### src/design/ttc_consts.svh
// Widths, timer count, register kind codes and counter control bit positions
`ifndef TTC_CONSTS_SVH
`define TTC_CONSTS_SVH

// --------------------------------------------------
// Widths
// --------------------------------------------------
`define TTC_NUM_TIMERS   3    // Timers behind one APB port
`define TTC_ADDR_W       8    // APB address bits
`define TTC_DATA_W       32   // APB data bits
`define TTC_CNT_W        16   // Counter, interval and match width
`define TTC_INT_W        4    // Bit 0 interval/overflow, 1..3 match
`define TTC_PRESC_W      4    // Prescale exponent
`define TTC_NUM_KINDS    9    // Register kinds per timer

// --------------------------------------------------
// Register kinds, paddr[7:4]
// --------------------------------------------------
`define TTC_K_CLK_CTRL   0
`define TTC_K_CNTR_CTRL  1
`define TTC_K_COUNT      2    // Read only
`define TTC_K_INTERVAL   3
`define TTC_K_MATCH1     4
`define TTC_K_MATCH2     5
`define TTC_K_MATCH3     6
`define TTC_K_INT_STAT   7    // Read only, clears on read
`define TTC_K_INT_EN     8

// Counter control bits
`define TTC_CC_DISABLE   0
`define TTC_CC_INTERVAL  1
`define TTC_CC_DECR      2
`define TTC_CC_MATCH_EN  3
`define TTC_CC_RESET     4    // Write strobe only

`endif

### src/design/ttc_reg_pkg.sv
// APB bus types, register map types and APB phase enum
`include "ttc_consts.svh"

package ttc_reg_pkg;

   // --------------------------------------------------
   // APB bus
   // --------------------------------------------------
   typedef logic [`TTC_ADDR_W-1:0] apb_addr_t;   // paddr
   typedef logic [`TTC_DATA_W-1:0] apb_data_t;   // pwdata / prdata

   // APB transfer phase, one per pclk cycle
   typedef enum logic [1:0] {
      APB_IDLE,     // psel low
      APB_SETUP,    // psel high, penable low
      APB_ACCESS    // psel and penable high
   } apb_phase_e;

   // --------------------------------------------------
   // Register map
   // --------------------------------------------------

   // Kind field of paddr[7:4]
   typedef logic [3:0] reg_kind_t;

   // Timer number in paddr[3:2], 0 unmapped
   typedef logic [1:0] tmr_sel_t;

   // One write strobe per register kind
   typedef logic [`TTC_NUM_KINDS-1:0] kind_vec_t;

endpackage

### src/design/ttc_cnt_pkg.sv
// Counter, prescaler, control and interrupt types
`include "ttc_consts.svh"

package ttc_cnt_pkg;

   // Count, interval and match values
   typedef logic [`TTC_CNT_W-1:0] count_t;

   // --------------------------------------------------
   // Prescaler
   // --------------------------------------------------
   typedef logic [`TTC_PRESC_W-1:0] presc_exp_t;         // Exponent field

   // Prescale divider, wide enough for 2^(2^PRESC_W) cycles
   typedef logic [(1 << `TTC_PRESC_W)-1:0] presc_cnt_t;

   // Bit 0 prescale enable, bits 4:1 exponent
   typedef logic [`TTC_PRESC_W:0] clk_ctrl_t;

   // --------------------------------------------------
   // Control and interrupts
   // --------------------------------------------------

   // Disable, interval, decrement, match enable
   typedef logic [`TTC_CC_MATCH_EN:0] cntr_ctrl_t;

   // Status and enable, bit 0 wrap, bits 3:1 match 1..3
   typedef logic [`TTC_INT_W-1:0] int_vec_t;

endpackage

### src/design/ttc_reg_if.sv
// Register interface between the APB decoder and one timer
`timescale 1ns/1ns
`include "ttc_consts.svh"

interface ttc_reg_if;
   import ttc_reg_pkg::*;
   import ttc_cnt_pkg::*;

   // --------------------------------------------------
   // Decoder to timer
   // --------------------------------------------------
   kind_vec_t  wr_kind;     // One-hot write strobe, access cycle only
   count_t     wdata;       // Low half of pwdata
   logic       clr_int;     // Status read in progress

   // --------------------------------------------------
   // Timer readback
   // --------------------------------------------------
   clk_ctrl_t  clk_ctrl;
   cntr_ctrl_t cntr_ctrl;
   count_t     count;       // Live counter value
   count_t     interval;
   count_t     match1;
   count_t     match2;
   count_t     match3;
   int_vec_t   int_stat;
   int_vec_t   int_en;

   modport decoder (
      output wr_kind, wdata, clr_int,
      input  clk_ctrl, cntr_ctrl, count, interval,
      input  match1, match2, match3, int_stat, int_en
   );

   modport timer (
      input  wr_kind, wdata, clr_int,
      output clk_ctrl, cntr_ctrl, count, interval,
      output match1, match2, match3, int_stat, int_en
   );

endinterface

### src/design/ttc_apb_decode.sv
// APB slave, address decode into per-timer strobes and registered read mux
`timescale 1ns/1ns
`include "ttc_consts.svh"

module ttc_apb_decode (
   input  logic                  pclk,
   input  logic                  arst_n,
   input  logic                  psel,
   input  logic                  penable,
   input  logic                  pwrite,
   input  ttc_reg_pkg::apb_addr_t paddr,
   input  ttc_reg_pkg::apb_data_t pwdata,
   output ttc_reg_pkg::apb_data_t prdata,
   ttc_reg_if.decoder            regs [`TTC_NUM_TIMERS]
);
   import ttc_reg_pkg::*;

   // Count and interrupt status cannot be written
   localparam kind_vec_t WR_MASK = ~((kind_vec_t'(1) << `TTC_K_COUNT) |
                                     (kind_vec_t'(1) << `TTC_K_INT_STAT));

   apb_phase_e phase;                      // Phase of this cycle
   apb_phase_e phase_q;                    // Phase of last cycle
   reg_kind_t  kind;
   tmr_sel_t   tmr;
   logic       mapped;                     // Valid kind and timer 1..3
   logic       acc_ok;                     // Access right after setup
   kind_vec_t  wr_onehot;
   apb_data_t  rd_tmr [`TTC_NUM_TIMERS];   // Readback per timer
   apb_data_t  rd_sel;
   logic [`TTC_NUM_TIMERS-1:0] tmr_hit;    // Timer strobed this cycle

   // --------------------------------------------------
   // Phase tracking and address split
   // --------------------------------------------------
   always_comb begin
      if (!psel)        phase = APB_IDLE;
      else if (penable) phase = APB_ACCESS;
      else              phase = APB_SETUP;
   end

   always_ff @(posedge pclk or negedge arst_n) begin
      if (!arst_n) phase_q <= APB_IDLE;
      else         phase_q <= phase;
   end

   assign kind   = paddr[7:4];
   assign tmr    = paddr[3:2];
   assign mapped = (kind <= reg_kind_t'(`TTC_K_INT_EN)) && (tmr != '0);
   assign acc_ok = (phase == APB_ACCESS) && (phase_q == APB_SETUP);

   // Strobe bit for the addressed kind, read-only kinds dropped
   assign wr_onehot = mapped ? ((kind_vec_t'(1) << kind) & WR_MASK) : '0;

   // --------------------------------------------------
   // Per-timer strobes and readback
   // --------------------------------------------------
   for (genvar t = 0; t < `TTC_NUM_TIMERS; t++) begin : g_tmr
      logic      sel;                      // This timer addressed
      kind_vec_t wr_vec;
      logic      clr;
      apb_data_t rd;

      assign sel    = mapped && (tmr == tmr_sel_t'(t + 1));
      assign wr_vec = (acc_ok && pwrite && sel) ? wr_onehot : '0;
      assign clr    = acc_ok && !pwrite && sel && (kind == reg_kind_t'(`TTC_K_INT_STAT));

      assign regs[t].wr_kind = wr_vec;
      assign regs[t].wdata   = pwdata[`TTC_CNT_W-1:0];   // Same data to all timers
      assign regs[t].clr_int = clr;
      assign tmr_hit[t]      = (|wr_vec) | clr;

      // Zero-extended readback mux
      always_comb begin
         case (kind)
            `TTC_K_CLK_CTRL:  rd = apb_data_t'(regs[t].clk_ctrl);
            `TTC_K_CNTR_CTRL: rd = apb_data_t'(regs[t].cntr_ctrl);
            `TTC_K_COUNT:     rd = apb_data_t'(regs[t].count);
            `TTC_K_INTERVAL:  rd = apb_data_t'(regs[t].interval);
            `TTC_K_MATCH1:    rd = apb_data_t'(regs[t].match1);
            `TTC_K_MATCH2:    rd = apb_data_t'(regs[t].match2);
            `TTC_K_MATCH3:    rd = apb_data_t'(regs[t].match3);
            `TTC_K_INT_STAT:  rd = apb_data_t'(regs[t].int_stat);
            `TTC_K_INT_EN:    rd = apb_data_t'(regs[t].int_en);
            default:          rd = '0;   // Unmapped kinds
         endcase
      end

      assign rd_tmr[t] = rd;
   end

   assign rd_sel = mapped ? rd_tmr[tmr - tmr_sel_t'(1)] : '0;

   // --------------------------------------------------
   // Read data, captured at end of setup
   // --------------------------------------------------
   always_ff @(posedge pclk or negedge arst_n) begin
      if (!arst_n) begin
         prdata <= '0;
      end else if (phase == APB_SETUP && !pwrite) begin
         prdata <= rd_sel;             // Held through access
      end else begin
         prdata <= '0;                 // Zero outside a read
      end
   end

   // --------------------------------------------------
   // Protocol checks
   // --------------------------------------------------
   a_penable_psel: assert property (@(posedge pclk) disable iff (!arst_n)
      penable |-> psel)
      else $error("penable high without psel");

   a_setup_access: assert property (@(posedge pclk) disable iff (!arst_n)
      phase == APB_SETUP |=> phase == APB_ACCESS)
      else $error("APB setup not followed by access");

   a_one_timer: assert property (@(posedge pclk) disable iff (!arst_n)
      $onehot0(tmr_hit))
      else $error("More than one timer strobed");

endmodule

### src/design/ttc_timer_counter.sv
// One timer: registers, prescaler, 16-bit up/down counter, match and interrupt logic
`timescale 1ns/1ns
`include "ttc_consts.svh"

module ttc_timer_counter (
   input  logic       pclk,
   input  logic       arst_n,
   ttc_reg_if.timer   regs,
   output logic       interrupt
);
   import ttc_cnt_pkg::*;

   localparam int         NUM_MATCH = `TTC_INT_W - 1;
   localparam presc_cnt_t PRESC_ALL = '1;

   clk_ctrl_t  clk_ctrl_q;
   cntr_ctrl_t cntr_ctrl_q;
   count_t     count_q;
   count_t     interval_q;
   count_t     match_q [NUM_MATCH];
   int_vec_t   int_stat_q;
   int_vec_t   int_en_q;
   int_vec_t   int_ev;                 // Status set requests
   presc_exp_t presc_exp;
   presc_cnt_t presc_q;
   presc_cnt_t presc_lim;
   logic       tick;                   // Prescaled tick
   logic       tick_q;                 // Counter advances one cycle later
   logic       running;
   logic       wr_cntr;
   logic       wrap;
   count_t     count_top;              // Wrap/reload point
   count_t     count_nxt;
   count_t     cnt_start;

   // --------------------------------------------------
   // Prescaler
   // --------------------------------------------------
   assign presc_exp = clk_ctrl_q[`TTC_PRESC_W:1];
   assign presc_lim = PRESC_ALL >> ~presc_exp;    // 2^(E+1) - 1
   assign tick      = !clk_ctrl_q[0] || (presc_q == presc_lim);

   always_ff @(posedge pclk or negedge arst_n) begin
      if (!arst_n) begin
         presc_q <= '0;
         tick_q  <= 1'b0;
      end else begin
         tick_q <= tick;
         if (tick || regs.wr_kind[`TTC_K_CLK_CTRL]) presc_q <= '0;   // Restart on reconfig
         else                                       presc_q <= presc_q + 1'b1;
      end
   end

   // --------------------------------------------------
   // Counter next value
   // --------------------------------------------------
   assign wr_cntr   = regs.wr_kind[`TTC_K_CNTR_CTRL];
   assign running   = tick_q && !cntr_ctrl_q[`TTC_CC_DISABLE];
   assign count_top = cntr_ctrl_q[`TTC_CC_INTERVAL] ? interval_q : '1;

   // Start value of a counter reset, from the control word being written
   assign cnt_start = !regs.wdata[`TTC_CC_DECR]    ? '0 :
                      regs.wdata[`TTC_CC_INTERVAL] ? interval_q : '1;

   always_comb begin
      wrap = 1'b0;
      if (cntr_ctrl_q[`TTC_CC_DECR]) begin
         if (count_q == '0) begin
            count_nxt = count_top;      // Reload
            wrap      = 1'b1;
         end else begin
            count_nxt = count_q - 1'b1;
         end
      end else if (count_q >= count_top) begin
         count_nxt = '0;                // Also catches interval lowered below count
         wrap      = 1'b1;
      end else begin
         count_nxt = count_q + 1'b1;
      end
   end

   // Interval/overflow and match events
   always_comb begin
      int_ev    = '0;
      int_ev[0] = running && wrap;
      for (int n = 0; n < NUM_MATCH; n++) begin
         int_ev[n+1] = running && cntr_ctrl_q[`TTC_CC_MATCH_EN] && (count_nxt == match_q[n]);
      end
   end

   // --------------------------------------------------
   // Registers
   // --------------------------------------------------
   always_ff @(posedge pclk or negedge arst_n) begin
      if (!arst_n) begin
         clk_ctrl_q  <= '0;
         cntr_ctrl_q <= cntr_ctrl_t'(1) << `TTC_CC_DISABLE;   // Stopped after reset
         count_q     <= '0;
         interval_q  <= '0;
         int_en_q    <= '0;
         int_stat_q  <= '0;
         for (int n = 0; n < NUM_MATCH; n++) begin
            match_q[n] <= '0;
         end
      end else begin
         if (regs.wr_kind[`TTC_K_CLK_CTRL]) clk_ctrl_q <= regs.wdata[`TTC_PRESC_W:0];
         if (wr_cntr)                       cntr_ctrl_q <= regs.wdata[`TTC_CC_MATCH_EN:0];
         if (regs.wr_kind[`TTC_K_INTERVAL]) interval_q <= regs.wdata;
         if (regs.wr_kind[`TTC_K_INT_EN])   int_en_q <= regs.wdata[`TTC_INT_W-1:0];
         for (int n = 0; n < NUM_MATCH; n++) begin
            if (regs.wr_kind[`TTC_K_MATCH1 + n]) match_q[n] <= regs.wdata;
         end

         // Software reset beats counting
         if (wr_cntr && regs.wdata[`TTC_CC_RESET]) count_q <= cnt_start;
         else if (running)                         count_q <= count_nxt;

         // Event in the clearing cycle survives
         int_stat_q <= (regs.clr_int ? '0 : int_stat_q) | int_ev;
      end
   end

   always_ff @(posedge pclk or negedge arst_n) begin
      if (!arst_n) interrupt <= 1'b0;
      else         interrupt <= |(int_stat_q & int_en_q);
   end

   // --------------------------------------------------
   // Readback
   // --------------------------------------------------
   assign regs.clk_ctrl  = clk_ctrl_q;
   assign regs.cntr_ctrl = cntr_ctrl_q;
   assign regs.count     = count_q;
   assign regs.interval  = interval_q;
   assign regs.match1    = match_q[0];
   assign regs.match2    = match_q[1];
   assign regs.match3    = match_q[2];
   assign regs.int_stat  = int_stat_q;
   assign regs.int_en    = int_en_q;

   // --------------------------------------------------
   // Counter checks
   // --------------------------------------------------
   a_in_interval: assert property (@(posedge pclk) disable iff (!arst_n)
      running && cntr_ctrl_q[`TTC_CC_INTERVAL] && (count_q <= interval_q) &&
      !wr_cntr && !regs.wr_kind[`TTC_K_INTERVAL] |=> count_q <= interval_q)
      else $error("Count left the interval range");

   a_hold_disabled: assert property (@(posedge pclk) disable iff (!arst_n)
      cntr_ctrl_q[`TTC_CC_DISABLE] && !wr_cntr |=> $stable(count_q))
      else $error("Disabled counter changed");

endmodule

### src/design/ttc_lite.sv
// Triple timer counter top level: APB decoder and three timers
`timescale 1ns/1ns
`include "ttc_consts.svh"

module ttc_lite (
   input  logic                        pclk,
   input  logic                        arst_n,
   input  logic                        psel,
   input  logic                        penable,
   input  logic                        pwrite,      // 1 write, 0 read
   input  ttc_reg_pkg::apb_addr_t      paddr,
   input  ttc_reg_pkg::apb_data_t      pwdata,
   output ttc_reg_pkg::apb_data_t      prdata,
   output logic [`TTC_NUM_TIMERS-1:0]  interrupt    // One line per timer
);

   // --------------------------------------------------
   // Decoder to timer links
   // --------------------------------------------------
   ttc_reg_if reg_if [`TTC_NUM_TIMERS] ();

   // APB slave and register decode
   ttc_apb_decode apb_decode_inst (
      .pclk    (pclk),
      .arst_n  (arst_n),
      .psel    (psel),
      .penable (penable),
      .pwrite  (pwrite),
      .paddr   (paddr),
      .pwdata  (pwdata),
      .prdata  (prdata),
      .regs    (reg_if)
   );

   // --------------------------------------------------
   // Timers 1..3 at timer numbers 1..3 of the map
   // --------------------------------------------------
   for (genvar i = 0; i < `TTC_NUM_TIMERS; i++) begin : g_timer
      ttc_timer_counter timer_inst (
         .pclk      (pclk),
         .arst_n    (arst_n),
         .regs      (reg_if[i]),
         .interrupt (interrupt[i])
      );
   end

endmodule

### config.mk
export PLATFORM = sky130hd
export DESIGN_NAME = ttc_lite
export DESIGN_NICKNAME = d
export VERILOG_FILES = /design/src/design/ttc_reg_pkg.sv /design/src/design/ttc_cnt_pkg.sv /design/src/design/ttc_reg_if.sv /design/src/design/ttc_apb_decode.sv /design/src/design/ttc_timer_counter.sv /design/src/design/ttc_lite.sv
export VERILOG_INCLUDE_DIRS = /design/src /design/src/design
export SDC_FILE = /design/constraint.sdc
export NUM_CORES = 1
export LEC_CHECK = 0
export CORE_MARGIN = 5
export CORE_UTILIZATION = 25
export DETAILED_ROUTE_END_ITERATION = 8
export DONT_BUFFER_PORTS = 1
export PLACE_DENSITY = 0.36
export SLEW_MARGIN = 15
export SYNTH_ARGS = -nofsm -noshare
export SYNTH_HDL_FRONTEND = slang
export SYNTH_SLANG_ARGS = --single-unit
### constraint.sdc
create_clock -name pclk -period 8.9 [get_ports pclk]
set_input_delay 1.335 -clock pclk [delete_from_list [all_inputs] [get_ports pclk]]
set_output_delay 1.335 -clock pclk [all_outputs]
set_load 0.05 [all_outputs]
==> results_dict.tcl <==
set metrics [dict create \
    status "finished, violations left" \
    failed_checks "max-slew violations" \
    cts_hold_buf 0 \
    p_clk_share_pct 36.1 \
    rsz0062_at_grt "no" \
    slew_violations 77 \
    dr.pass1.iters 6 \
    initial_core_util_pct 25.3 \
    clockBufferDepth 3 \
    p_sw_share_pct 36.6 \
    drc 0 \
    syn_inst 2588 \
    drive_gt1_share_pct 13.2 \
    p_comb_share_pct 24.1 \
    synth_area_leader_cell "dfrtp_1" \
    path_max_fanout 17 \
    synth_common_cells "dfrtp_1 (360), nor2_1 (237), nand2_1 (215), mux2_2 (212), clkbuf_1 (171)" \
    grtUsageTotal_pct 18.6 \
    period_share_pct 56.3 \
    fillerInstances 9975 \
    synth.area.top_cells "dfrtp_1 (38%), mux2_2 (10%), xor2_1 (4.5%)" \
    syn_area_sq_um 23600 \
    cts_made_buffers 47 \
    leakagePower_nw 11.1 \
    insertion_delay_ns 0.60 \
    cts-resized-gates 0 \
    fp.dieH_um 317 \
    power_frac_seq_pct 39.8 \
    setup_tns_ns 0 \
    worst_slew_pin_slew_ns 1.56 \
    overflow 0 \
    fmax_ghz 0.199 \
    ys_types 86 \
    clkSlewWorstSetupHoldPaths_ns 0.06 \
    portBuffers 0 \
    yosysMostFrequentCell "dfrtp_1" \
    clockRootBuffer "clkbuf_16" \
    grt_antenna_before_repair 5 \
    synth_seq_area_share_pct 38.5 \
    dieArea_sq_um 101000 \
    slew_headroom_pct -3.78 \
    setup_viol 0 \
    final_net_count 2567 \
    drtIter0Drc 1869 \
    core-area_sq_um 93500 \
    synth_enable_flop_cells 0 \
    avgRoutedWirePerCell_um 25.5 \
    num_vias 20400 \
    cts_setup_buffers 0 \
    crit_slowest_cell "o22ai_1" \
    die_w_um 317 \
    grt_pass1_wl_um 141000 \
    clock-sinks 363 \
    cp_cell_sequence "inv_1 > nor2_1 > ha_1 > a21oi_1 > o21ai_0 > a22oi_1 > nand2_1 > o22ai_1 > xnor2_1 > nand4_1 > nor4_1 > a32o_1" \
    cp-start-kind "flop" \
    dp.final_hpwl_um 66400 \
    rows 112 \
    arrival_ns 5.55 \
    hold_class "input port to asynchronous set/reset pin" \
    avgSynthCellArea_sq_um 9.12 \
    ir_drop_mv 0.122 \
    gp_congestion 0.869 \
    syn2layout_area_growth_pct 10.2 \
    cts_tree "done" \
    synth_top_area_share_pct 38.2 \
    fin_crit_ns 5.01 \
    power_switching_mw 1.91 \
    ys_seq_elements 363 \
    grt_pass1_vias 20200 \
    drv_cap 0 \
    setup.worst_path.end_class "flop" \
    synthArstFlopShare_pct 100 \
    htree_levels 2 \
    worstPathRequired_ns 9.44 \
    grt_max_degree 364 \
    num_io_pins 80 \
    hold-worst-slack_ns 0.482 \
    synth_ff_type "dfrtp_1" \
    worstSetupPathType "flop to flop" \
    finalWirelength_um 95600 \
    ant_nets 0 \
    ys_warn_count 0 \
    hold_violations 0 \
    fin_worst_skew_ns 0.0222 \
    max_stage_delay_ns 0.86 \
    vias_per_cell 5.44 \
    powerDensity_nw_per_um2 201 \
    p_int_mw 3.31 \
]
[cell families (layout without fill, tap and decap cells)]
group           after synthesis  in the layout  share of synthesized area, %
xor+xnor                    220            220                          8.16
mux                         238            238                          11.2
flops                       363            363                          38.5
fa+ha+maj                    61             61                          3.23
compound gates              637            637                          17.8
simple gates                820            820                          16.7
other cells                   1             23                        0.0159
buf+inv                     248            138                          4.34
[stage by stage]
stage	setup slack (ns)	area (sq um)	utilization (%)	instances	power (mW)
final	3.89	26000	27.8	3754	5.23
after global routing	3.46	26000	27.8	3748	5.48
after CTS	3.92	26000	27.8	3747	5.27
after detailed placement	3.81	24500	26.2	3666	3.34
after global placement	3.84	24500	26.2	3666	3.35
after floorplan	5.00	23700	-	2603	2.92
[sequential cells by signal, indices dropped and copies added, names as in the netlist, 3 cells and up]
signal and count:
g_timer.timer_inst.regs.count 48, g_timer.timer_inst.regs.int_en 12, g_timer.timer_inst.regs.interval 48, g_timer.timer_inst.regs.match3 48
g_timer.timer_inst.regs.match2 48, apb_decode_inst.prdata 16, g_timer.timer_inst.tick_q 3, g_timer.timer_inst.regs.cntr_ctrl 12
g_timer.timer_inst.regs.match1 48, g_timer.timer_inst.presc_q 48, g_timer.timer_inst.regs.int_stat 12, g_timer.timer_inst.interrupt 3
g_timer.timer_inst.regs.clk_ctrl 15
[worst max-delay path: cells and delay by family, from the launching register on]
kind / cells / cell delay [ns]
xor gates and xnor gates: 1 / 0.20
adders and majority gates: 1 / 0.29
DFF: 1 / 0.58
AOI/OAI and AO/OA: 5 / 1.96
buffers and inverters: 1 / 0.41
and+or+nand+nor: 4 / 1.49
[metal layers]
| metal | vias to the layer above | routed length (um) | track usage, % |
|---|---|---|---|
| met5 | - | 0 | 0 |
| met1 | 10400 | 44000 | 26.4 |
| met3 | 112 | 5890 | 3.05 |
| met4 | 0 | 2260 | 4.71 |
| met2 | 669 | 43500 | 29.5 |
| li1 | 9208 | - | - |
[layout make-up]
| cell class | count | area [sq um] | area share (%) |
|---|---|---|---|
| Multi-Input combinational cell | 1992 | 13600 | 52.2 |
| Antenna cell | 7 | 17.5 | 0.0673 |
| Clock buffer | 67 | 1350 | 5.19 |
| Timing Repair Buffer | 15 | 113 | 0.433 |
| Inverter | 42 | 158 | 0.606 |
| Sequential cell | 363 | 9090 | 34.9 |
| Tap cell | 1254 | 1570 | 6.03 |
| Clock inverter | 14 | 133 | 0.510 |
[final timing paths]
kind,slack (ns),from,end,cells after the start
setup reg to reg,3.89,g_timer[0].timer_inst.regs.cntr_ctrl[1],g_timer[0].timer_inst.regs.int_stat[1],12
hold reg to reg,0.49,g_timer[0].timer_inst.regs.clk_ctrl[0],g_timer[0].timer_inst.tick_q,1
min in group pclk,0.49,g_timer[0].timer_inst.regs.clk_ctrl[0],g_timer[0].timer_inst.tick_q,1
max in group asynchronous,7.20,arst_n,g_timer[1].timer_inst.regs.cntr_ctrl[2],0
setup / recovery,3.89,g_timer[0].timer_inst.regs.cntr_ctrl[1],g_timer[0].timer_inst.regs.int_stat[1],12
hold / removal,0.48,arst_n,g_timer[2].timer_inst.presc_q[13],0
[cell usage in the layout (no fill, tap or decap), drive strengths merged, types with 13 or more instances in the layout]
cell | Yosys | routed
o22ai | 13 | 13
buf | 35 | 15
nand4 | 46 | 46
nor2b | 16 | 16
dfrtp | 360 | 360
and3 | 16 | 16
o21ai | 184 | 184
ha | 61 | 61
xor2 | 122 | 122
nor4 | 54 | 54
o211ai | 17 | 17
a222oi | 21 | 21
nor3 | 50 | 50
nand2b | 25 | 25
a221oi | 36 | 36
clkbuf | 171 | 67
a21oi | 146 | 146
nand3 | 91 | 91
or3 | 14 | 14
mux2 | 213 | 213
mux2i | 25 | 25
nor2 | 237 | 237
a31oi | 19 | 19
a22oi | 64 | 64
inv | 41 | 43
xnor2 | 98 | 98
nand2 | 216 | 216
conb | 1 | 16
o221ai | 14 | 14
or4 | 13 | 13
[power by group through the flow]
stage / registers (mW) / logic (mW) / clock network (mW)
floorplan: 1.83 / 1.09 / 0
global placement: 2.10 / 1.25 / 0
detailed placement: 2.10 / 1.25 / 0
CTS: 2.07 / 1.25 / 1.95
global route: 2.09 / 1.38 / 2.01
finish: 2.08 / 1.26 / 1.89
No activity file was read; power rests on OpenSTA's default activity.
